$ cat src/sdram_cfg_pkg.sv
`default_nettype none

package sdram_cfg_pkg;

   // Host side
   localparam int ADDR_W = 21;
   localparam int DATA_W = 16;

   // Address fields of a x16 part with 4 banks
   localparam int ROW_W  = 11;
   localparam int COL_W  = 8;
   localparam int BANK_W = 2;

   // Field positions in the host address
   localparam int ROW_START  = 8;
   localparam int COL_START  = 0;
   localparam int BANK_START = 19;

   // SDRAM address pins, A10 selects auto precharge / all banks
   localparam int SA_W      = 11;
   localparam int SA_AP_BIT = 10;

   // Mode register
   // Burst length 1, sequential, single-location write (A9 set)
   localparam int MODE_CL_START = 4;
   localparam logic [SA_W-1:0] MODE_BURST_ONE = 11'b010_0000_0000;

endpackage

`default_nettype wire

$ cat src/sdram_cmd_pkg.sv
`default_nettype none

package sdram_cmd_pkg;

   typedef enum logic {
      OP_READ  = 1'b0,
      OP_WRITE = 1'b1
   } host_op_t;

   typedef enum logic [3:0] {
      ST_INIT_WAIT,
      ST_INIT_PRE,
      ST_INIT_REF1,
      ST_INIT_REF2,
      ST_INIT_MODE,
      ST_IDLE,
      ST_REFRESH,
      ST_ACCESS,
      ST_WAIT_DATA,
      ST_CLOSE,
      ST_ACK
   } ctrl_state_t;

   // Pin encoding {ras_n, cas_n, we_n}
   typedef enum logic [2:0] {
      CMD_NOP       = 3'b111,
      CMD_ACTIVE    = 3'b011,
      CMD_READ      = 3'b101,
      CMD_WRITE     = 3'b100,
      CMD_PRECHARGE = 3'b010,
      CMD_REFRESH   = 3'b001,
      CMD_LOAD_MODE = 3'b000
   } sdram_cmd_t;

endpackage

`default_nettype wire

$ cat src/sdram_cmd_gen.sv
`timescale 1ns/100ps
`default_nettype none

module sdram_cmd_gen #(
   parameter int CAS_LATENCY = 3,
   parameter int RCD_CYCLES  = 2
) (
   input  logic                             CLK,
   input  logic                             RESET_N,
   input  logic [sdram_cfg_pkg::ADDR_W-1:0] cmd_addr,
   input  logic                             reada,
   input  logic                             writea,
   input  logic                             precharge,
   input  logic                             refresh,
   input  logic                             load_mode,
   output logic                             cm_ack,
   output logic                             dq_oe,
   output logic [sdram_cfg_pkg::SA_W-1:0]   sa,
   output logic [sdram_cfg_pkg::BANK_W-1:0] ba,
   output logic                             cs_n,
   output logic                             cke,
   output logic                             ras_n,
   output logic                             cas_n,
   output logic                             we_n
);

   import sdram_cfg_pkg::*;
   import sdram_cmd_pkg::*;

   localparam int GUARD_CYCLES   = 8;
   localparam int RECOVER_CYCLES = 4;

   localparam logic [SA_W-1:0] MODE_WORD =
      MODE_BURST_ONE | (SA_W'(CAS_LATENCY) << MODE_CL_START);
   localparam logic [SA_W-1:0] PRE_ALL_WORD = SA_W'(1) << SA_AP_BIT;

   logic                      do_rd;
   logic                      do_wr;
   logic                      do_pre;
   logic                      do_ref;
   logic                      do_lmr;
   logic                      do_act;
   logic                      do_any;
   logic                      do_rw;
   logic                      strobe_any;
   logic                      accept_ok;
   logic                      is_read;
   logic                      rw_last;
   logic [ADDR_W-1:0]         addr_q;
   logic [ROW_W-1:0]          row;
   logic [COL_W-1:0]          col;
   logic [BANK_W-1:0]         bank;
   logic [GUARD_CYCLES-1:0]   guard;
   logic [RECOVER_CYCLES-1:0] recover;
   logic [RCD_CYCLES-1:0]     rw_pipe;
   logic                      oe_state;
   logic                      oe_d;
   sdram_cmd_t                issue_cmd;
   logic                      issue_ack;
   logic [SA_W-1:0]           issue_sa;
   logic [BANK_W-1:0]         issue_ba;

   assign row  = addr_q[ROW_START +: ROW_W];
   assign col  = addr_q[COL_START +: COL_W];
   assign bank = addr_q[BANK_START +: BANK_W];

   assign do_act     = do_rd | do_wr;
   assign do_any     = do_act | do_pre | do_ref | do_lmr;
   assign do_rw      = rw_pipe[RCD_CYCLES-1];
   assign strobe_any = reada | writea | precharge | refresh | load_mode;
   assign accept_ok  = !do_any && (guard == '0) && (recover == '0);

   always_ff @(posedge CLK or negedge RESET_N)
   begin
      if (!RESET_N)
      begin
         do_rd  <= 1'b0;
         do_wr  <= 1'b0;
         do_pre <= 1'b0;
         do_ref <= 1'b0;
         do_lmr <= 1'b0;
      end
      else
      begin
         do_rd  <= reada && accept_ok;
         do_wr  <= writea && accept_ok;
         do_pre <= precharge && accept_ok;
         do_ref <= refresh && accept_ok;
         do_lmr <= load_mode && accept_ok;
      end
   end

   always_ff @(posedge CLK)
   begin
      if (accept_ok && strobe_any)
         addr_q <= cmd_addr;
   end

   // Guard window, precharge recovery, RCD delay and data bus enable
   always_ff @(posedge CLK or negedge RESET_N)
   begin
      if (!RESET_N)
      begin
         guard    <= '0;
         recover  <= '0;
         rw_last  <= 1'b0;
         is_read  <= 1'b0;
         rw_pipe  <= '0;
         oe_state <= 1'b0;
         oe_d     <= 1'b0;
         dq_oe    <= 1'b0;
      end
      else
      begin
         if (do_any)
         begin
            guard   <= '1;
            rw_last <= do_act;
         end
         else
            guard <= guard >> 1;

         if (rw_last && (guard == GUARD_CYCLES'(1)))
            recover <= '1;
         else
            recover <= recover >> 1;

         if (do_act)
            is_read <= do_rd;

         rw_pipe[0] <= do_act;
         for (int i = 1; i < RCD_CYCLES; i++)
            rw_pipe[i] <= rw_pipe[i-1];

         if (do_wr)
            oe_state <= 1'b1;
         else if (do_rd || do_pre)
            oe_state <= 1'b0;
         oe_d  <= oe_state;
         dq_oe <= oe_d;
      end
   end

   always_ff @(posedge CLK or negedge RESET_N)
   begin
      if (!RESET_N)
      begin
         issue_cmd <= CMD_NOP;
         issue_ack <= 1'b0;
      end
      else
      begin
         if (do_act)
            issue_cmd <= CMD_ACTIVE;
         else if (do_pre)
            issue_cmd <= CMD_PRECHARGE;
         else if (do_ref)
            issue_cmd <= CMD_REFRESH;
         else if (do_lmr)
            issue_cmd <= CMD_LOAD_MODE;
         else if (do_rw)
            issue_cmd <= is_read ? CMD_READ : CMD_WRITE;
         else
            issue_cmd <= CMD_NOP;
         issue_ack <= do_any;
      end
   end

   always_ff @(posedge CLK)
   begin
      if (do_act)
      begin
         issue_sa <= row;
         issue_ba <= bank;
      end
      else if (do_pre)
         issue_sa <= PRE_ALL_WORD;
      else if (do_lmr)
      begin
         issue_sa <= MODE_WORD;
         issue_ba <= '0;
      end
      else if (do_rw)
      begin
         // A10 stays low so the row remains open for the explicit precharge
         issue_sa <= {{(SA_W-COL_W){1'b0}}, col};
         issue_ba <= bank;
      end
      else if (do_ref)
         issue_sa <= '0;
   end

   always_ff @(posedge CLK or negedge RESET_N)
   begin
      if (!RESET_N)
      begin
         cke    <= 1'b0;
         cs_n   <= 1'b1;
         ras_n  <= 1'b1;
         cas_n  <= 1'b1;
         we_n   <= 1'b1;
         sa     <= '0;
         ba     <= '0;
         cm_ack <= 1'b0;
      end
      else
      begin
         cke                   <= 1'b1;
         cs_n                  <= 1'b0;
         {ras_n, cas_n, we_n}  <= issue_cmd;
         sa                    <= issue_sa;
         ba                    <= issue_ba;
         cm_ack                <= issue_ack;
      end
   end

   // Nothing else may start between ACTIVE and its READ/WRITE
   a_quiet_rcd: assert property (@(posedge CLK) disable iff (!RESET_N)
      (|rw_pipe) |-> !do_any);

endmodule

`default_nettype wire

$ cat src/sdram_ctrl_fsm.sv
`timescale 1ns/100ps
`default_nettype none

module sdram_ctrl_fsm (
   input  logic                             CLK,
   input  logic                             RESET_N,
   input  logic                             host_req,
   input  sdram_cmd_pkg::host_op_t          host_op,
   input  logic [sdram_cfg_pkg::ADDR_W-1:0] host_addr,
   output logic                             host_ack,
   input  logic                             init_done,
   input  logic                             refresh_due,
   output logic                             refresh_clear,
   output logic                             reada,
   output logic                             writea,
   output logic                             precharge,
   output logic                             refresh,
   output logic                             load_mode,
   output logic [sdram_cfg_pkg::ADDR_W-1:0] cmd_addr,
   input  logic                             cm_ack,
   input  logic                             rdata_valid
);

   import sdram_cmd_pkg::*;

   ctrl_state_t state;
   ctrl_state_t state_nxt;
   host_op_t    op_q;
   logic        take_req;

   assign take_req = (state == ST_IDLE) && !refresh_due && host_req;

   always_comb
   begin
      state_nxt = state;
      unique case (state)
         ST_INIT_WAIT: if (init_done) state_nxt = ST_INIT_PRE;
         ST_INIT_PRE:  if (cm_ack) state_nxt = ST_INIT_REF1;
         ST_INIT_REF1: if (cm_ack) state_nxt = ST_INIT_REF2;
         ST_INIT_REF2: if (cm_ack) state_nxt = ST_INIT_MODE;
         ST_INIT_MODE: if (cm_ack) state_nxt = ST_IDLE;
         // Refresh takes priority over a waiting host
         ST_IDLE:
         begin
            if (refresh_due)
               state_nxt = ST_REFRESH;
            else if (host_req)
               state_nxt = ST_ACCESS;
         end
         ST_REFRESH:   if (cm_ack) state_nxt = ST_IDLE;
         ST_ACCESS:
         begin
            if (cm_ack)
               state_nxt = (op_q == OP_READ) ? ST_WAIT_DATA : ST_CLOSE;
         end
         ST_WAIT_DATA: if (rdata_valid) state_nxt = ST_CLOSE;
         ST_CLOSE:     if (cm_ack) state_nxt = ST_ACK;
         // Hold the ack until the host lets go
         ST_ACK:       if (!host_req) state_nxt = ST_IDLE;
         default:      state_nxt = ST_INIT_WAIT;
      endcase
   end

   always_ff @(posedge CLK or negedge RESET_N)
   begin
      if (!RESET_N)
      begin
         state <= ST_INIT_WAIT;
         op_q  <= OP_READ;
      end
      else
      begin
         state <= state_nxt;
         if (take_req)
            op_q <= host_op;
      end
   end

   always_ff @(posedge CLK)
   begin
      if (take_req)
         cmd_addr <= host_addr;
   end

   // Strobes follow the state and so stay up until cm_ack moves it on
   assign precharge     = (state == ST_INIT_PRE) || (state == ST_CLOSE);
   assign refresh       = (state == ST_INIT_REF1) || (state == ST_INIT_REF2) ||
                          (state == ST_REFRESH);
   assign load_mode     = (state == ST_INIT_MODE);
   assign reada         = (state == ST_ACCESS) && (op_q == OP_READ);
   assign writea        = (state == ST_ACCESS) && (op_q == OP_WRITE);
   assign host_ack      = (state == ST_ACK);
   assign refresh_clear = (state == ST_IDLE) && refresh_due;

   a_one_strobe: assert property (@(posedge CLK) disable iff (!RESET_N)
      $onehot0({reada, writea, precharge, refresh, load_mode}));

   a_ack_needs_req: assert property (@(posedge CLK) disable iff (!RESET_N)
      $rose(host_ack) |-> host_req);

endmodule

`default_nettype wire

$ cat src/sdram_ctrl_top.sv
`timescale 1ns/100ps
`default_nettype none

module sdram_ctrl_top #(
   parameter int INIT_CYCLES    = 25000,
   parameter int REFRESH_CYCLES = 960,
   parameter int CAS_LATENCY    = 3,
   parameter int RCD_CYCLES     = 2
) (
   input  logic                             CLK,
   input  logic                             RESET_N,
   input  logic                             host_req,
   input  sdram_cmd_pkg::host_op_t          host_op,
   input  logic [sdram_cfg_pkg::ADDR_W-1:0] host_addr,
   input  logic [sdram_cfg_pkg::DATA_W-1:0] host_wdata,
   output logic                             host_ack,
   output logic [sdram_cfg_pkg::DATA_W-1:0] host_rdata,
   output logic [sdram_cfg_pkg::SA_W-1:0]   sa,
   output logic [sdram_cfg_pkg::BANK_W-1:0] ba,
   output logic                             cs_n,
   output logic                             cke,
   output logic                             ras_n,
   output logic                             cas_n,
   output logic                             we_n,
   output logic [sdram_cfg_pkg::DATA_W-1:0] dq_out,
   output logic                             dq_oe,
   input  logic [sdram_cfg_pkg::DATA_W-1:0] dq_in
);

   import sdram_cfg_pkg::*;

   logic              init_done;
   logic              refresh_due;
   logic              refresh_clear;
   logic              reada;
   logic              writea;
   logic              precharge;
   logic              refresh;
   logic              load_mode;
   logic              cm_ack;
   logic              rdata_valid;
   logic [ADDR_W-1:0] cmd_addr;

   sdram_timer #(
      .INIT_CYCLES    (INIT_CYCLES),
      .REFRESH_CYCLES (REFRESH_CYCLES)
   ) timer0 (
      .CLK           (CLK),
      .RESET_N       (RESET_N),
      .refresh_clear (refresh_clear),
      .init_done     (init_done),
      .refresh_due   (refresh_due)
   );

   sdram_ctrl_fsm fsm0 (
      .CLK           (CLK),
      .RESET_N       (RESET_N),
      .host_req      (host_req),
      .host_op       (host_op),
      .host_addr     (host_addr),
      .host_ack      (host_ack),
      .init_done     (init_done),
      .refresh_due   (refresh_due),
      .refresh_clear (refresh_clear),
      .reada         (reada),
      .writea        (writea),
      .precharge     (precharge),
      .refresh       (refresh),
      .load_mode     (load_mode),
      .cmd_addr      (cmd_addr),
      .cm_ack        (cm_ack),
      .rdata_valid   (rdata_valid)
   );

   sdram_cmd_gen #(
      .CAS_LATENCY (CAS_LATENCY),
      .RCD_CYCLES  (RCD_CYCLES)
   ) cmd0 (
      .CLK       (CLK),
      .RESET_N   (RESET_N),
      .cmd_addr  (cmd_addr),
      .reada     (reada),
      .writea    (writea),
      .precharge (precharge),
      .refresh   (refresh),
      .load_mode (load_mode),
      .cm_ack    (cm_ack),
      .dq_oe     (dq_oe),
      .sa        (sa),
      .ba        (ba),
      .cs_n      (cs_n),
      .cke       (cke),
      .ras_n     (ras_n),
      .cas_n     (cas_n),
      .we_n      (we_n)
   );

   sdram_data_path #(
      .CAS_LATENCY (CAS_LATENCY)
   ) data0 (
      .CLK         (CLK),
      .RESET_N     (RESET_N),
      .ras_n       (ras_n),
      .cas_n       (cas_n),
      .we_n        (we_n),
      .dq_oe       (dq_oe),
      .host_wdata  (host_wdata),
      .dq_in       (dq_in),
      .dq_out      (dq_out),
      .host_rdata  (host_rdata),
      .rdata_valid (rdata_valid)
   );

endmodule

`default_nettype wire

$ cat src/sdram_data_path.sv
`timescale 1ns/100ps
`default_nettype none

module sdram_data_path #(
   parameter int CAS_LATENCY = 3
) (
   input  logic                             CLK,
   input  logic                             RESET_N,
   input  logic                             ras_n,
   input  logic                             cas_n,
   input  logic                             we_n,
   input  logic                             dq_oe,
   input  logic [sdram_cfg_pkg::DATA_W-1:0] host_wdata,
   input  logic [sdram_cfg_pkg::DATA_W-1:0] dq_in,
   output logic [sdram_cfg_pkg::DATA_W-1:0] dq_out,
   output logic [sdram_cfg_pkg::DATA_W-1:0] host_rdata,
   output logic                             rdata_valid
);

   import sdram_cmd_pkg::*;

   logic                   read_cmd;
   logic [CAS_LATENCY-1:0] rd_pipe;

   assign read_cmd = ({ras_n, cas_n, we_n} == CMD_READ);

   // Track each READ on the pins until its data is due
   always_ff @(posedge CLK or negedge RESET_N)
   begin
      if (!RESET_N)
      begin
         rd_pipe     <= '0;
         rdata_valid <= 1'b0;
      end
      else
      begin
         rd_pipe[0] <= read_cmd;
         for (int i = 1; i < CAS_LATENCY; i++)
            rd_pipe[i] <= rd_pipe[i-1];
         rdata_valid <= rd_pipe[CAS_LATENCY-1];
      end
   end

   always_ff @(posedge CLK)
   begin
      dq_out <= host_wdata;
      if (rd_pipe[CAS_LATENCY-1])
         host_rdata <= dq_in;
   end

   // Bus must be released before read data comes back
   a_no_drive_on_read: assert property (@(posedge CLK) disable iff (!RESET_N)
      (|rd_pipe) |-> !dq_oe);

endmodule

`default_nettype wire

$ cat src/sdram_timer.sv
`timescale 1ns/100ps
`default_nettype none

module sdram_timer #(
   parameter int INIT_CYCLES    = 25000,
   parameter int REFRESH_CYCLES = 960
) (
   input  logic CLK,
   input  logic RESET_N,
   input  logic refresh_clear,
   output logic init_done,
   output logic refresh_due
);

   localparam int MAX_CYCLES =
      (INIT_CYCLES > REFRESH_CYCLES) ? INIT_CYCLES : REFRESH_CYCLES;
   localparam int CNT_W = $clog2(MAX_CYCLES + 1);

   localparam logic [CNT_W-1:0] INIT_LOAD    = CNT_W'(INIT_CYCLES - 1);
   localparam logic [CNT_W-1:0] REFRESH_LOAD = CNT_W'(REFRESH_CYCLES - 1);

   logic [CNT_W-1:0] count;

   // Power-up wait first, then the same counter paces refreshes
   always_ff @(posedge CLK or negedge RESET_N)
   begin
      if (!RESET_N)
      begin
         count       <= INIT_LOAD;
         init_done   <= 1'b0;
         refresh_due <= 1'b0;
      end
      else if (!init_done)
      begin
         if (count == '0)
         begin
            init_done <= 1'b1;
            count     <= REFRESH_LOAD;
         end
         else
            count <= count - 1'b1;
      end
      else if (refresh_clear)
      begin
         refresh_due <= 1'b0;
         count       <= REFRESH_LOAD;
      end
      else if (count == '0)
      begin
         refresh_due <= 1'b1;
         count       <= REFRESH_LOAD;
      end
      else
         count <= count - 1'b1;
   end

   // FSM only takes a refresh that is pending
   a_clear_when_due: assert property (@(posedge CLK) disable iff (!RESET_N)
      refresh_clear |-> refresh_due);

endmodule

`default_nettype wire
$ cat config.mk
export PLATFORM = sky130hd
export DESIGN_NAME = sdram_ctrl_top
export DESIGN_NICKNAME = d
export VERILOG_FILES = /design/src/sdram_cfg_pkg.sv /design/src/sdram_cmd_pkg.sv /design/src/sdram_cmd_gen.sv /design/src/sdram_ctrl_fsm.sv /design/src/sdram_ctrl_top.sv /design/src/sdram_data_path.sv /design/src/sdram_timer.sv
export SDC_FILE = /design/constraint.sdc
export NUM_CORES = 1
export LEC_CHECK = 0
export ABC_AREA = 1
export BUFFER_PORTS_ARGS = -buffer_cell sky130_fd_sc_hd__buf_2
export CELL_PAD_IN_SITES_DETAIL_PLACEMENT = 0
export CELL_PAD_IN_SITES_GLOBAL_PLACEMENT = 1
export CORE_ASPECT_RATIO = 1.1
export CORE_MARGIN = 10
export CORE_UTILIZATION = 39
export CTS_CLUSTER_DIAMETER = 50
export DETAILED_ROUTE_END_ITERATION = 10
export GPL_TIMING_DRIVEN = 0
export PLACE_DENSITY = 0.76
export SETUP_SLACK_MARGIN = 0.1
export SKIP_LAST_GASP = 1
export SYNTH_ARGS = -nofsm -noshare
export SYNTH_HDL_FRONTEND = slang
export SYNTH_HIERARCHICAL = 1
export SYNTH_SLANG_ARGS = --single-unit
$ cat constraint.sdc
create_clock -name CLK -period 2.4 [get_ports CLK]
set_clock_uncertainty 0.1 [all_clocks]
set_input_delay 0.36 -clock CLK [delete_from_list [all_inputs] [get_ports CLK]]
set_output_delay 0.36 -clock CLK [all_outputs]
set_load 0.01 [all_outputs]
-- After elaboration in Yosys (flattened, before gate mapping)
Cells that the tools add are included.
W data, S select, Z words.
- output and inout port bits: 52
- bits in registers: 160
- word-level logic and storage cells: 140
- bits of input ports: 57
- mux-type cells: 39
- reduce and logical (&&, ||, !) cells: 32
- $add $sub $neg: 1
- bitwise logic cells: 9
- equality and inequality tests: 23
- operators by type and width (cell ; number):
    $mux W11 ; 5
    $mux W4 ; 12
    $mux W15 ; 3
    $pmux W4 S10 ; 1
    $eq A4 B3 Y1 const B ; 4
    $logic_not A15 Y1 ; 1
    $mux W3 ; 5
    $sub A15 B1 Y15 const B ; 1
    $logic_and A1 B1 Y1 ; 14
    $ne A2 B1 Y1 const B ; 7
    $eq A4 B4 Y1 const B ; 3
    $reduce_and A10 Y1 ; 1
    $eq A4 B2 Y1 const B ; 2
    $eq A8 B1 Y1 const B ; 1
    $logic_not A4 Y1 ; 2
    $logic_not A8 Y1 ; 1
    $mux W1 ; 8
    $mux W2 ; 4
    $mux W8 ; 1
    $or A1 B1 Y1 ; 8
    $ne A2 B2 Y1 const B ; 3
    $reduce_bool A5 Y1 ; 1
    $eq A4 B1 Y1 const B ; 1
    $logic_or A1 B1 Y1 ; 4
    8 further kinds ; 11

-- Longest topological paths before layout
Gate-level depths: netlist (run 1).
- depth in word-level cells: 8
- mapped depth: 9
- mapped depth without buffers: 8

-- Modules after synthesis
Netlist (run 1), hierarchy kept.
- modules (own cells, without submodules) (module ; cells an instance ; times used ; area each (um^2) ; seq. area each (um^2)):
    sdram_cmd_gen ; 186 ; 1 ; 2682.6 ; 2180.8
    sdram_ctrl_fsm ; 103 ; 1 ; 1124.8 ; 755.7
    sdram_timer ; 117 ; 1 ; 962.2 ; 435.4
    sdram_data_path ; 38 ; 1 ; 910.9 ; 900.9

-- Least setup slack after synthesis (run 1)
Ideal clock, no wire load.
- path type: reg-to-reg
- from: register fsm0.state[2]
- to: register cmd0.addr_q[0], enable pin
- data arrival time: 1890 ps
- library setup time: 399 ps
- cell stages (with the launch flop): 8
- clock period less this slack: 2389 ps
- required time: 1901 ps
- path buffers: 0
- slack: 11 ps
- path through: dfrtp_1 nor2_1 nand2_1 nand2_1 inv_1 nand3_1 nor3_1 nor2_1
- elaborated cells on any way between the ends: 17
- those cells by class: eq/ne: 7; bitwise: 4; reduce/logical: 6
- RTL lines (what ; line ; source):
    start: declaration ; sdram_ctrl_fsm.sv:26 ; ctrl_state_t state;
    start signal: assignment ; sdram_ctrl_fsm.sv:73 ; state <= state_nxt;
    $eq A4 B2 Y1 ; sdram_ctrl_fsm.sv:87 ; assign refresh = (state == ST_INIT_REF1) || (state == ST_INIT_REF2) ||
    $logic_or A1 B1 Y1 ; sdram_ctrl_fsm.sv:87 ;
    $logic_or A1 B1 Y1 * ; sdram_ctrl_fsm.sv:87 ;
    net refresh ; sdram_ctrl_top.sv:38 ; logic refresh;
    $or A1 B1 Y1 * (2 in a row) ; sdram_cmd_gen.sv:70 ; assign strobe_any = reada | writea | precharge | refresh | load_mode;
    $logic_and A1 B1 Y1 * ; sdram_cmd_gen.sv:95 ; if (accept_ok && strobe_any)
    end signal: assignment ; sdram_cmd_gen.sv:96 ; addr_q <= cmd_addr;
    end: declaration ; sdram_cmd_gen.sv:49 ; logic [ADDR_W-1:0] addr_q;
Mark *: on every way through the listed nets, which the timed path passes. The rest lies on a longest branch.
A chain may end at the register's enable or synchronous reset.

-- Worst setup path in the final report (run 1)
- from: register fsm0.state[2]
- to: register cmd0.addr_q[8], enable pin
Same word-level chain as after synthesis.

==> results.sh, run 1 <==
export IMPL_syn_area_per_cell_sq_um=12.79
export IMPL_p_int_mw=4.805
export IMPL_remaining_drc_errors=0
export IMPL_cts_root_buf="clkbuf_16"
export IMPL_rsz0062_at_grt="no"
export IMPL_utilization=0.5237
export IMPL_dieArea_sq_mm=0.01980
export IMPL_yosys_warnings=6
export IMPL_p_sw_mw=1.756
export IMPL_yosysMostFrequentCell="nand2_1"
export IMPL_period_share=0.8821
export IMPL_synth_area_top_cells="edfxtp_1 (38%), dfrtp_1 (25%), dfstp_2 (6.9%), nand2_1 (5.7%), dfxtp_1 (5.6%)"
export IMPL_ys_seq_elements=159
export IMPL_antenna_found_initial=0
export IMPL_postRouteAntennaNets=0
export IMPL_start_util=0.3964
export IMPL_report_final_slew_viol_count=0
export IMPL_die_w_microns=135.1
export IMPL_seq_area_frac_synth=0.7522
export IMPL_drtIter0Drc=205
export IMPL_placed_cells=744
export IMPL_worstSetupPathType="reg -> reg"
export IMPL_vias_per_cell=4.332
export IMPL_tritoncts="built"
export IMPL_synth_top_cell_area_share=0.3753
export IMPL_overflow=0
export IMPL_cts_sinks=159
export IMPL_cts_setup_buffers=0
export IMPL_max_freq_ghz=0.4724
export IMPL_die_h_microns=146.6
export IMPL_h_tree_depth=4
export IMPL_crit_path_start_kind="register"
export IMPL_synthCells=444
export IMPL_swShare=0.2676
export IMPL_async_flop_share=0.4528
export IMPL_num_vias=3565
export IMPL_routed_wl_mm=10.62
export IMPL_period_needed_ns=2.117
export IMPL_drive_above_1_share=0.3201
export IMPL_dp_hpwl_mm=7.460
export IMPL_coreArea_sq_mm=0.01433
export IMPL_yosysUniqueCellTypes=36
export IMPL_synth_ff_type="edfxtp_1"
export IMPL_avgRoutedWirePerCell_microns=12.90
export IMPL_p_per_area_mw_per_mm2=874.3
export IMPL_yosys_top_cells_count="nand2_1 (86), edfxtp_1 (71), dfrtp_1 (57), nor2_1 (47), inv_1 (43)"
export IMPL_finalNonFillerCells=823
export IMPL_first_global_vias=3679
export IMPL_synth_area_sq_mm=0.005680
export IMPL_worstPathMaxFanout=21
export IMPL_grt_max_degree=73
export IMPL_rows=46
export IMPL_relSlewSlack=0.3995
export IMPL_synth_edf_count=71
export IMPL_max_cap_violations=0
export IMPL_finalSetupViolCount=0
export IMPL_hold_viol_final=0
export IMPL_place_gp_congestion=0.8060
export IMPL_p_seq_frac=0.486
export IMPL_clkTransAtPathRegs_ns=0.06
export IMPL_clock_path_buffers=2
export IMPL_max_vdd_ir_drop_v=0.0004370
export IMPL_diodes=0
export IMPL_grt_first_pass_wirelength_mm=17.64
export IMPL_min_path_type="in -> reg"
export IMPL_clk_latency_ns=0.42
export IMPL_synth_largest_area_cell="edfxtp_1"
export IMPL_clock_power_share=0.384
export IMPL_arrival_ns=2.08
export IMPL_holdWs_ns=0.01901
export IMPL_status="complete, no violations"
export IMPL_portBuffers=108
export IMPL_grt_total_usage=0.1117
export IMPL_io_pins=109
export IMPL_critPathRequiredTime_ns=2.36
export IMPL_nets=677
export IMPL_comb_power_share=0.130
export IMPL_finalSetupTns_ns=0
export IMPL_area_growth_pct=32.11
export IMPL_worstMarginPinSlew_ns=0.9008
export IMPL_mappedNetlistNets=503
export IMPL_cts_inserted_buffers=17
export IMPL_cellLeakagePower_nw=3.400
export IMPL_endpoint_kind="register"
export IMPL_firstDrtPassIters=4
final cells by class:
type                       count  area, sq um
buffer                         3        20.02
clock buffer                  18        439.2
clock inverter                14        123.9
fill                        1208         6827
inverter                      52        200.2
multi-input combinational    230         1195
sequential                   159         4273
tap                          192        240.2
timing repair buffer         155         1013
state kept, by name, summed over array words and instances (netlist names), 8 cells and up:
signal / count
cmd0/sa: 11
data0/host_rdata: 16
cmd0/guard: 8
cmd0/addr_q: 21
timer0/count: 15
cmd0/issue_sa: 11
data0/dq_out: 16
fsm0/cmd_addr: 21
worst paths after layout:
check | end | from | cells past startpoint | slack (ns)
setup reg to reg | cmd0/addr_q[8] | fsm0/state[2] | 7 | 0.28
setup / recovery | cmd0/addr_q[8] | fsm0/state[2] | 7 | 0.28
hold / removal | fsm0/cmd_addr[8] | host_addr[8] | 1 | 0.02
max in group asynchronous | cmd0/cke | RESET_N | 2 | 1.10
min in group asynchronous | fsm0/state[2] | RESET_N | 2 | 0.52
hold reg to reg | cmd0/sa[10] | cmd0/issue_sa[10] | 0 | 0.25
power by group through the flow:
stage	combinational (mW)	sequential, mW	clock (mW)
CTS	0.849	3.19	2.59
finish	0.855	3.19	2.52
global route	0.960	3.21	2.74
detailed placement	0.790	3.25	0
global placement	0.772	3.24	0
floorplan	0.507	3.26	0
critical path: stages, from the launching register on:
cell and delay [ns]:
dfrtp_1 0.43, nor2_1 0.32, nand2_1 0.15, nand2_1 0.09, inv_1 0.05, nand3_1 0.06, nor3_1 0.07, nor2_4 0.47
per-stage QoR:
| stage | power [mW] | cell area, sq um | setup WS [ns] |
|---|---|---|---|
| detailed placement | 4.038 | 6466 | -0.01807 |
| finish | 6.561 | 7505 | 0.2830 |
| global placement | 4.011 | 6464 | 0.03485 |
| global route | 6.911 | 7505 | 0.1005 |
| floorplan | 3.766 | 5683 | 0.3474 |
| CTS | 6.638 | 7425 | 0.2694 |
layout by cell type (no fill, tap or decap), types with 15 or more instances in the layout:
master / n
inv_1: 43
nor2_1: 46
dfstp_2: 15
clkbuf_16: 17
dfrtp_1: 57
buf_2: 108
dfxtp_1: 16
dlygate4sd3_1: 47
edfxtp_1: 71
nand3_1: 20
nand2_1: 86
cells by family after synthesis:
kind of cell / count (synthesis) / share of synthesized area
AO/OA/AOI/OAI: 20 / 0.01982
XOR/XNOR: 7 / 0.01079
adder cells (fa/ha/maj): 2 / 0.004405
buffers and inverters: 55 / 0.03876
flip-flops: 159 / 0.7522
other: 2 / 0.001322
AND/OR/NAND/NOR: 199 / 0.1727
metal layers:
layer | vias up | GRT usage | routed length [microns]
li1 | 1781 | - | -
met1 | 1657 | 0.1324 | 4670
met2 | 115 | 0.1741 | 5041
met3 | 12 | 0.04839 | 755
met4 | 0 | 0.04526 | 147
met5 | - | 0 | 0
repair_timing:
item / in CTS / in global routing
pin swaps: 0 / 1
hold buffers: 39 / 8
endpoints found under the setup margin: 21 / 21
endpoints found under the hold margin: 50 / 8
gates resized for setup: 1 / 0
Power figures use the tool's default switching activity.
==> run 2, diff against run 1 <==
- CORE_UTILIZATION: 39 -> 40
- CTS_CLUSTER_DIAMETER: 50 -> 60
- PLACE_DENSITY: 0.76 -> 0.77
- SYNTH_HIERARCHICAL: 1 -> unset
==> run 2 against run 1 <==
  * Via count fell by 2.7%
  * Flip-flop and latch count did not move
  * Critical path type unchanged
  * Synthesized cell count fell by 7.7%
  * Largest cell class unchanged
  * Final cell count fell by 4.3%
==> results.sh, run 2 <==
export IMPL_status="complete, no violations"
export IMPL_cellLeakagePower_nw=3.277
export IMPL_firstDrtPassIters=4
export IMPL_cts_root_buf="clkbuf_16"
export IMPL_remaining_drc_errors=0
export IMPL_reg2reg_from="cmd0.do_rd"
export IMPL_crit_path_start_kind="register"
export IMPL_synth_compound_area_frac=0.03592
export IMPL_clock_power_share=0.374
export IMPL_use_met2=0.1898
export IMPL_die_w_microns=132.5
export IMPL_max_freq_ghz=0.4705
export IMPL_grt_max_degree=73
export IMPL_h_tree_depth=4
export IMPL_nets=646
export IMPL_yosys_top_cells_count="edfxtp_1 (71), nand2_1 (68), dfrtp_1 (57), nor2_1 (43), inv_1 (36)"
export IMPL_hold_viol_final=0
export IMPL_path_cells="nor2_4 -> nand2_4 -> nor2_4 -> buf_6 -> nand3_4 -> nor2_4"
export IMPL_relSlewSlack=0.4034
export IMPL_grt_busiest_layer="met2"
export IMPL_drtIter0Drc=126
export IMPL_diodes=0
export IMPL_die_h_microns=143.8
export IMPL_synth_top_cell_area_share=0.3826
export IMPL_finalNonFillerCells=788
export IMPL_period_needed_ns=2.125
export IMPL_drive_above_1_share=0.3283
export IMPL_p_int_mw=4.751
export IMPL_synth_top_family_by_area="simple AND/OR/NAND/NOR gates"
export IMPL_cts_setup_buffers=0
export IMPL_synth_area_sq_mm=0.005573
export IMPL_min_path_type="in -> reg"
export IMPL_p_sw_mw=1.706
export IMPL_grt_util_met1=0.1436
export IMPL_report_final_slew_viol_count=0
export IMPL_cts_inserted_buffers=17
export IMPL_io_pins=109
export IMPL_yosys_warnings=0
export IMPL_worstHoldStart="dq_in[5]"
export IMPL_synth_xor_area_frac=0.007858
export IMPL_synthCells=410
export IMPL_holdWs_ns=0.02746
export IMPL_max_cap_violations=0
export IMPL_reg2reg_slack_ns=0.27
export IMPL_synth_simple_gate_area_frac=0.1471
export IMPL_rows=45
export IMPL_critPathRequiredTime_ns=2.35
export IMPL_synthMuxAreaShare=0
export IMPL_syn_area_per_cell_sq_um=13.59
export IMPL_async_flop_share=0.4528
export IMPL_swShare=0.2642
export IMPL_synth_edf_count=71
export IMPL_cp_startpoint="cmd0.do_rd"
export IMPL_finalSetupTns_ns=0
export IMPL_portBuffers=108
export IMPL_synth_largest_area_cell="edfxtp_1"
export IMPL_avgRoutedWirePerCell_microns=13.77
export IMPL_timing_final_ws_setup_ns=0.2747
export IMPL_period_share=0.8856
export IMPL_max_vdd_ir_drop_v=0.0005001
export IMPL_yosysMostFrequentCell="edfxtp_1"
export IMPL_hold_end="data0.host_rdata[5]"
export IMPL_cts_sinks=159
export IMPL_antenna_found_initial=0
export IMPL_tritoncts="built"
export IMPL_num_vias=3467
export IMPL_vias_per_cell=4.400
export IMPL_grt_total_usage=0.1218
export IMPL_synthAdderAreaFrac=0.004490
export IMPL_worstMarginPinSlew_ns=0.8948
export IMPL_comb_power_share=0.130
export IMPL_dp_hpwl_mm=7.383
export IMPL_coreArea_sq_mm=0.01374
export IMPL_p_seq_frac=0.495
export IMPL_holdPathStages=1
export IMPL_placed_cells=706
export IMPL_p_per_area_mw_per_mm2=873.2
export IMPL_cp_common_cell="nor2_4"
export IMPL_reg_largest_list="cmd0.addr_q (21), fsm0.cmd_addr (21)"
export IMPL_synth_ff_type="edfxtp_1"
export IMPL_overflow=0
export IMPL_clk_latency_ns=0.42
export IMPL_preCtsSetupSlack_ns=-0.06399
export IMPL_mappedNetlistNets=469
export IMPL_routed_wl_mm=10.85
export IMPL_final_cell_mix="buf_2 (108), edfxtp_1 (71), nand2_1 (68)"
export IMPL_grt_first_pass_wirelength_mm=18.40
export IMPL_r2r_cells=6
export IMPL_ys_seq_elements=159
export IMPL_endpoint_kind="register"
export IMPL_rsz0062_at_grt="no"
export IMPL_slowest_stage="nor2_4"
export IMPL_clkTransAtPathRegs_ns=0.06
export IMPL_arrival_ns=2.08
export IMPL_synth_area_top_cells="edfxtp_1 (38%), dfrtp_1 (26%), dfstp_2 (7.1%), dfxtp_1 (5.7%), nand2_1 (4.6%)"
export IMPL_cpPeakStageDelay_ns=0.51
export IMPL_clock_path_buffers=2
export IMPL_area_growth_pct=32.67
export IMPL_worstSetupPathType="reg -> reg"
export IMPL_power_mw=6.456
export IMPL_place_gp_congestion=0.8277
export IMPL_r2r_end="cmd0.addr_q[20]"
export IMPL_finalSetupViolCount=0
export IMPL_final_common_cell="buf_2"
export IMPL_fillers=1215
export IMPL_use_met3=0.05098
export IMPL_start_util=0.4056
export IMPL_yosysUniqueCellTypes=42
export IMPL_postRouteAntennaNets=0
export IMPL_seq_area_frac_synth=0.7667
export IMPL_first_global_vias=3650
export IMPL_dieArea_sq_mm=0.01906
export IMPL_worstPathMaxFanout=21
-- run 2: worst max path at each step --
stage	slack [ns]	endpoint
CTS	0.25	cmd0.addr_q[20]
floorplan	0.29	cmd0.addr_q[0]
global placement	0.03	cmd0.addr_q[10]
finish	0.27	cmd0.addr_q[20]
detailed placement	-0.06	cmd0.addr_q[15]
global route	0.14	cmd0.addr_q[20]
-- run 2: cell families (layout without fill, tap and decap cells) --
group                    Yosys count  after routing
flip-flops                       159            159
other                              2              2
buffers and inverters             47            237
adder cells (fa/ha/maj)            2              2
AO/OA/AOI/OAI                     29             29
AND/OR/NAND/NOR                  166            166
XOR/XNOR                           5              5
-- run 2: metrics by stage --
| stage | area (sq um) | utilization |
|---|---|---|
| global placement | 6349 | 0.4621 |
| floorplan | 5573 | - |
| CTS | 7373 | 0.5367 |
| detailed placement | 6351 | 0.4623 |
| global route | 7393 | 0.5382 |
| finish | 7393 | 0.5382 |
-- run 2: area by class of cell --
cell class / instances / area (sq um) / share of cell area
plain buffers: 4 / 38.79 / 0.005246
clock buffers: 18 / 429.2 / 0.05805
clock inverters: 14 / 107.6 / 0.01455
inverters: 43 / 165.2 / 0.02234
multi-input cells: 204 / 1101 / 0.1489
flip-flops and latches: 159 / 4273 / 0.5779
well taps: 188 / 235.2 / 0.03182
repair buffers: 158 / 1044 / 0.1411
-- run 2: what timing repair did --
| action | 4_1_cts | 5_1_grt |
|---|---|---|
| resized for setup | 1 | 0 |
| endpoints found under the setup margin | 21 | 0 |
| hold buffers | 48 | 2 |
| hold endpoints to repair | 49 | 2 |
-- run 2: critical path: cells and delay by family, from the launching register on --
family	cells	cell delay (ns)
buffers and inverters	1	0.15
and+or+nand+nor	5	1.11
DFF	1	0.40
-- run 2: per-layer routing --
layer,vias up,part of all wire
met3,13,0.062
li1,1715,-
met2,116,0.48
met1,1623,0.44
met4,0,0.019
met5,-,0
-- run 2: power groups by stage --
stage / clock (mW) / sequential [mW] / combinational [mW]
floorplan: 0 / 3.26 / 0.500
global placement: 0 / 3.24 / 0.763
detailed placement: 0 / 3.25 / 0.780
CTS: 2.49 / 3.20 / 0.852
global route: 2.63 / 3.22 / 0.954
finish: 2.42 / 3.20 / 0.842
==> run 3, diff against run 2 <==
- ABC_AREA: 1 -> unset
- PLACE_DENSITY: 0.77 -> unset
- PLACE_DENSITY_LB_ADDON: unset -> 0.1
==> run 3 against run 2 <==
  * The flow now finishes with violations (negative hold slack)
  * Global-route usage decreased by 0.21 points
  * Die area down 2.7%
  * Power grew 19%
  * Critical path depth unchanged
  * Hold slack got worse by 0.073 ns
  * Setup slack lost 0.065 ns
  * Maximum frequency is 3.0% lower
  * First-iteration DRC count decreased by 16%
  * Clock power increased by 10%
  * Via count shrank 8.6%
  * Clock-buffer cell count did not move
  * Critical path type unchanged
  * Highest routed layer unchanged
==> results.sh, run 3 <==
export IMPL_min_path_type="in -> async"
export IMPL_synth_area_top_cells="edfxtp_1 (39%), dfrtp_1 (26%), dfstp_2 (7.3%), dfxtp_1 (5.9%), nand2_1 (2.0%)"
export IMPL_cts_root_buf="clkbuf_16"
export IMPL_yosys_top_cells_count="edfxtp_1 (71), dfrtp_1 (57), nand2_1 (29), nor2_1 (25), dfxtp_1 (16)"
export IMPL_max_cap_violations=0
export IMPL_power_mw=7.671
export IMPL_arrival_ns=2.39
export IMPL_clk_latency_ns=0.42
export IMPL_grt_first_pass_wirelength_mm=16.97
export IMPL_synth_edf_count=71
export IMPL_postLayoutCellArea_sq_mm=0.007201
export IMPL_start_util=0.4087
export IMPL_ys_seq_elements=159
export IMPL_firstDrtPassIters=4
export IMPL_dp_hpwl_mm=6.713
export IMPL_period_needed_ns=2.190
export IMPL_postRouteAntennaNets=0
export IMPL_routed_wl_mm=10.54
export IMPL_coreArea_sq_mm=0.01321
export IMPL_drive_above_1_share=0.3474
export IMPL_worstPathMaxFanout=11
export IMPL_endpoint_kind="register"
export IMPL_cts_sinks=159
export IMPL_syn_area_per_cell_sq_um=15.88
export IMPL_mappedNetlistNets=399
export IMPL_reg2reg_from="fsm0.state[2]"
export IMPL_crit_path_start_kind="register"
export IMPL_yosysUniqueCellTypes=49
export IMPL_vias_per_cell=4.648
export IMPL_yosys_warnings=0
export IMPL_clkTransAtPathRegs_ns=0.06
export IMPL_reg_largest_list="cmd0.addr_q (21), fsm0.cmd_addr (21)"
export IMPL_max_freq_ghz=0.4566
export IMPL_cp_endpoint="fsm0.op_q"
export IMPL_synthCells=340
export IMPL_r2r_cells=6
export IMPL_remaining_drc_errors=0
export IMPL_preCtsSetupSlack_ns=-0.1927
export IMPL_grt_max_degree=73
export IMPL_slowest_stage="or3_4"
export IMPL_clock_path_buffers=2
export IMPL_cts_inserted_buffers=17
export IMPL_tritoncts="built"
export IMPL_worstSetupPathType="reg -> reg"
export IMPL_first_global_vias=3317
export IMPL_cpPeakStageDelay_ns=0.46
export IMPL_path_cells="clkbuf_2 -> nand2b_1 -> clkbuf_2 -> or3_4 -> nor2_4 -> mux2_2"
export IMPL_rsz0062_at_grt="yes"
export IMPL_synth_largest_area_cell="edfxtp_1"
export IMPL_r2r_end="fsm0.op_q"
export IMPL_violations="negative hold slack"
export IMPL_relSlewSlack=0.3958
export IMPL_avgRoutedWirePerCell_microns=15.46
export IMPL_period_share=0.9126
export IMPL_dieArea_sq_mm=0.01855
export IMPL_place_area_sq_mm=0.006163
export IMPL_cellLeakagePower_nw=3.031
export IMPL_final_cell_mix="buf_2 (108), edfxtp_1 (71), dfrtp_1 (57)"
export IMPL_p_per_area_mw_per_mm2=1065
export IMPL_portBuffers=108
export IMPL_finalSetupViolCount=0
export IMPL_die_h_microns=141.9
export IMPL_synth_ff_type="edfxtp_1"
export IMPL_max_vdd_ir_drop_v=0.0005649
export IMPL_synth_top_cell_area_share=0.3948
export IMPL_cp_startpoint="fsm0.state[2]"
export IMPL_status="finished with violations"
export IMPL_placed_cells=609
export IMPL_reg2reg_slack_ns=0.21
export IMPL_rows=44
export IMPL_finalNonFillerCells=682
export IMPL_antenna_found_initial=0
export IMPL_critPathRequiredTime_ns=2.60
export IMPL_io_pins=109
export IMPL_finalSetupTns_ns=0
export IMPL_holdWs_ns=-0.04570
export IMPL_report_final_slew_viol_count=0
export IMPL_hold_viol_final=17
export IMPL_utilization=0.5450
export IMPL_place_gp_congestion=0.7263
export IMPL_diodes=0
export IMPL_grt_total_usage=0.1197
export IMPL_synth_area_sq_mm=0.005400
export IMPL_seq_area_frac_synth=0.7912
export IMPL_yosysMostFrequentCell="edfxtp_1"
export IMPL_worstMarginPinSlew_ns=0.9063
export IMPL_final_common_cell="buf_2"
export IMPL_overflow=0
export IMPL_async_flop_share=0.4528
export IMPL_num_vias=3170
export IMPL_drtIter0Drc=106
export IMPL_nets=567
export IMPL_h_tree_depth=4
export IMPL_die_w_microns=130.8
export IMPL_cp_common_cell="clkbuf_2"
export IMPL_area_growth_pct=33.34
export IMPL_timing_final_ws_setup_ns=0.2097
## run 3: how the worst min path moves through the flow
stage / endpoint / cells after the start / from / slack [ns]
after floorplan: cmd0.ba[0] / 0 / RESET_N / -0.04
after global placement: cmd0.rw_pipe[1] / 0 / cmd0.rw_pipe[0] / 0.23
after detailed placement: cmd0.sa[8] / 0 / cmd0.issue_sa[8] / 0.24
after CTS: timer0.count[3] / 1 / RESET_N / 0.0005
after global routing: fsm0.cmd_addr[16] / 1 / host_addr[16] / 0.0003
final: timer0.count[3] / 1 / RESET_N / -0.05
## run 3: area by class of cell
type                            count  area (sq um)
Clock inverter                     14         163.9
Inverter                           11         41.29
Fill cell                        1085          6012
Clock buffer                       18         429.2
Multi-Input combinational cell    163          1105
Buffer                             10         53.80
Sequential cell                   159          4273
Tap cell                          161         201.4
Timing Repair Buffer              146         933.4
## run 3: critical path: cells and delay by family (launching register included)
kind          cells  cell delay, ns
flops             1            0.32
simple gates      3            0.89
mux               1            0.38
buf+inv           2            0.38
## run 3: logic make-up after synthesis
group,synth area share
flops,0.7912
simple gates,0.1080
compound gates,0.05375
buf+inv,0.01738
xor+xnor,0.01946
fa+ha+maj,0.004633
other cells,0.001391
mux,0.004170
## run 3: power breakdown
part	total [mW]	switching, mW	internal [mW]
registers	3.72	0.238	3.48
clock network	2.67	1.04	1.63
logic	1.29	0.778	0.508
## run 3: layer usage
layer  vias to the layer above  share of wire  global-route usage
li1                       1536              -                   -
met1                      1507           0.45              0.1504
met5                         -              0                   0
met4                         0          0.020             0.05975
met3                        16          0.086             0.05293
met2                       111           0.44              0.1710
## run 3: timing repair
| item | in CTS | in global routing |
|---|---|---|
| buffers inserted | 1 | 0 |
| resized for setup | 4 | 2 |
| hold endpoints to repair | 35 | 2 |
| gates cloned | 2 | 1 |
| hold buffers | 35 | 2 |
| pin swaps | 1 | 2 |
| setup endpoints to repair | 33 | 23 |
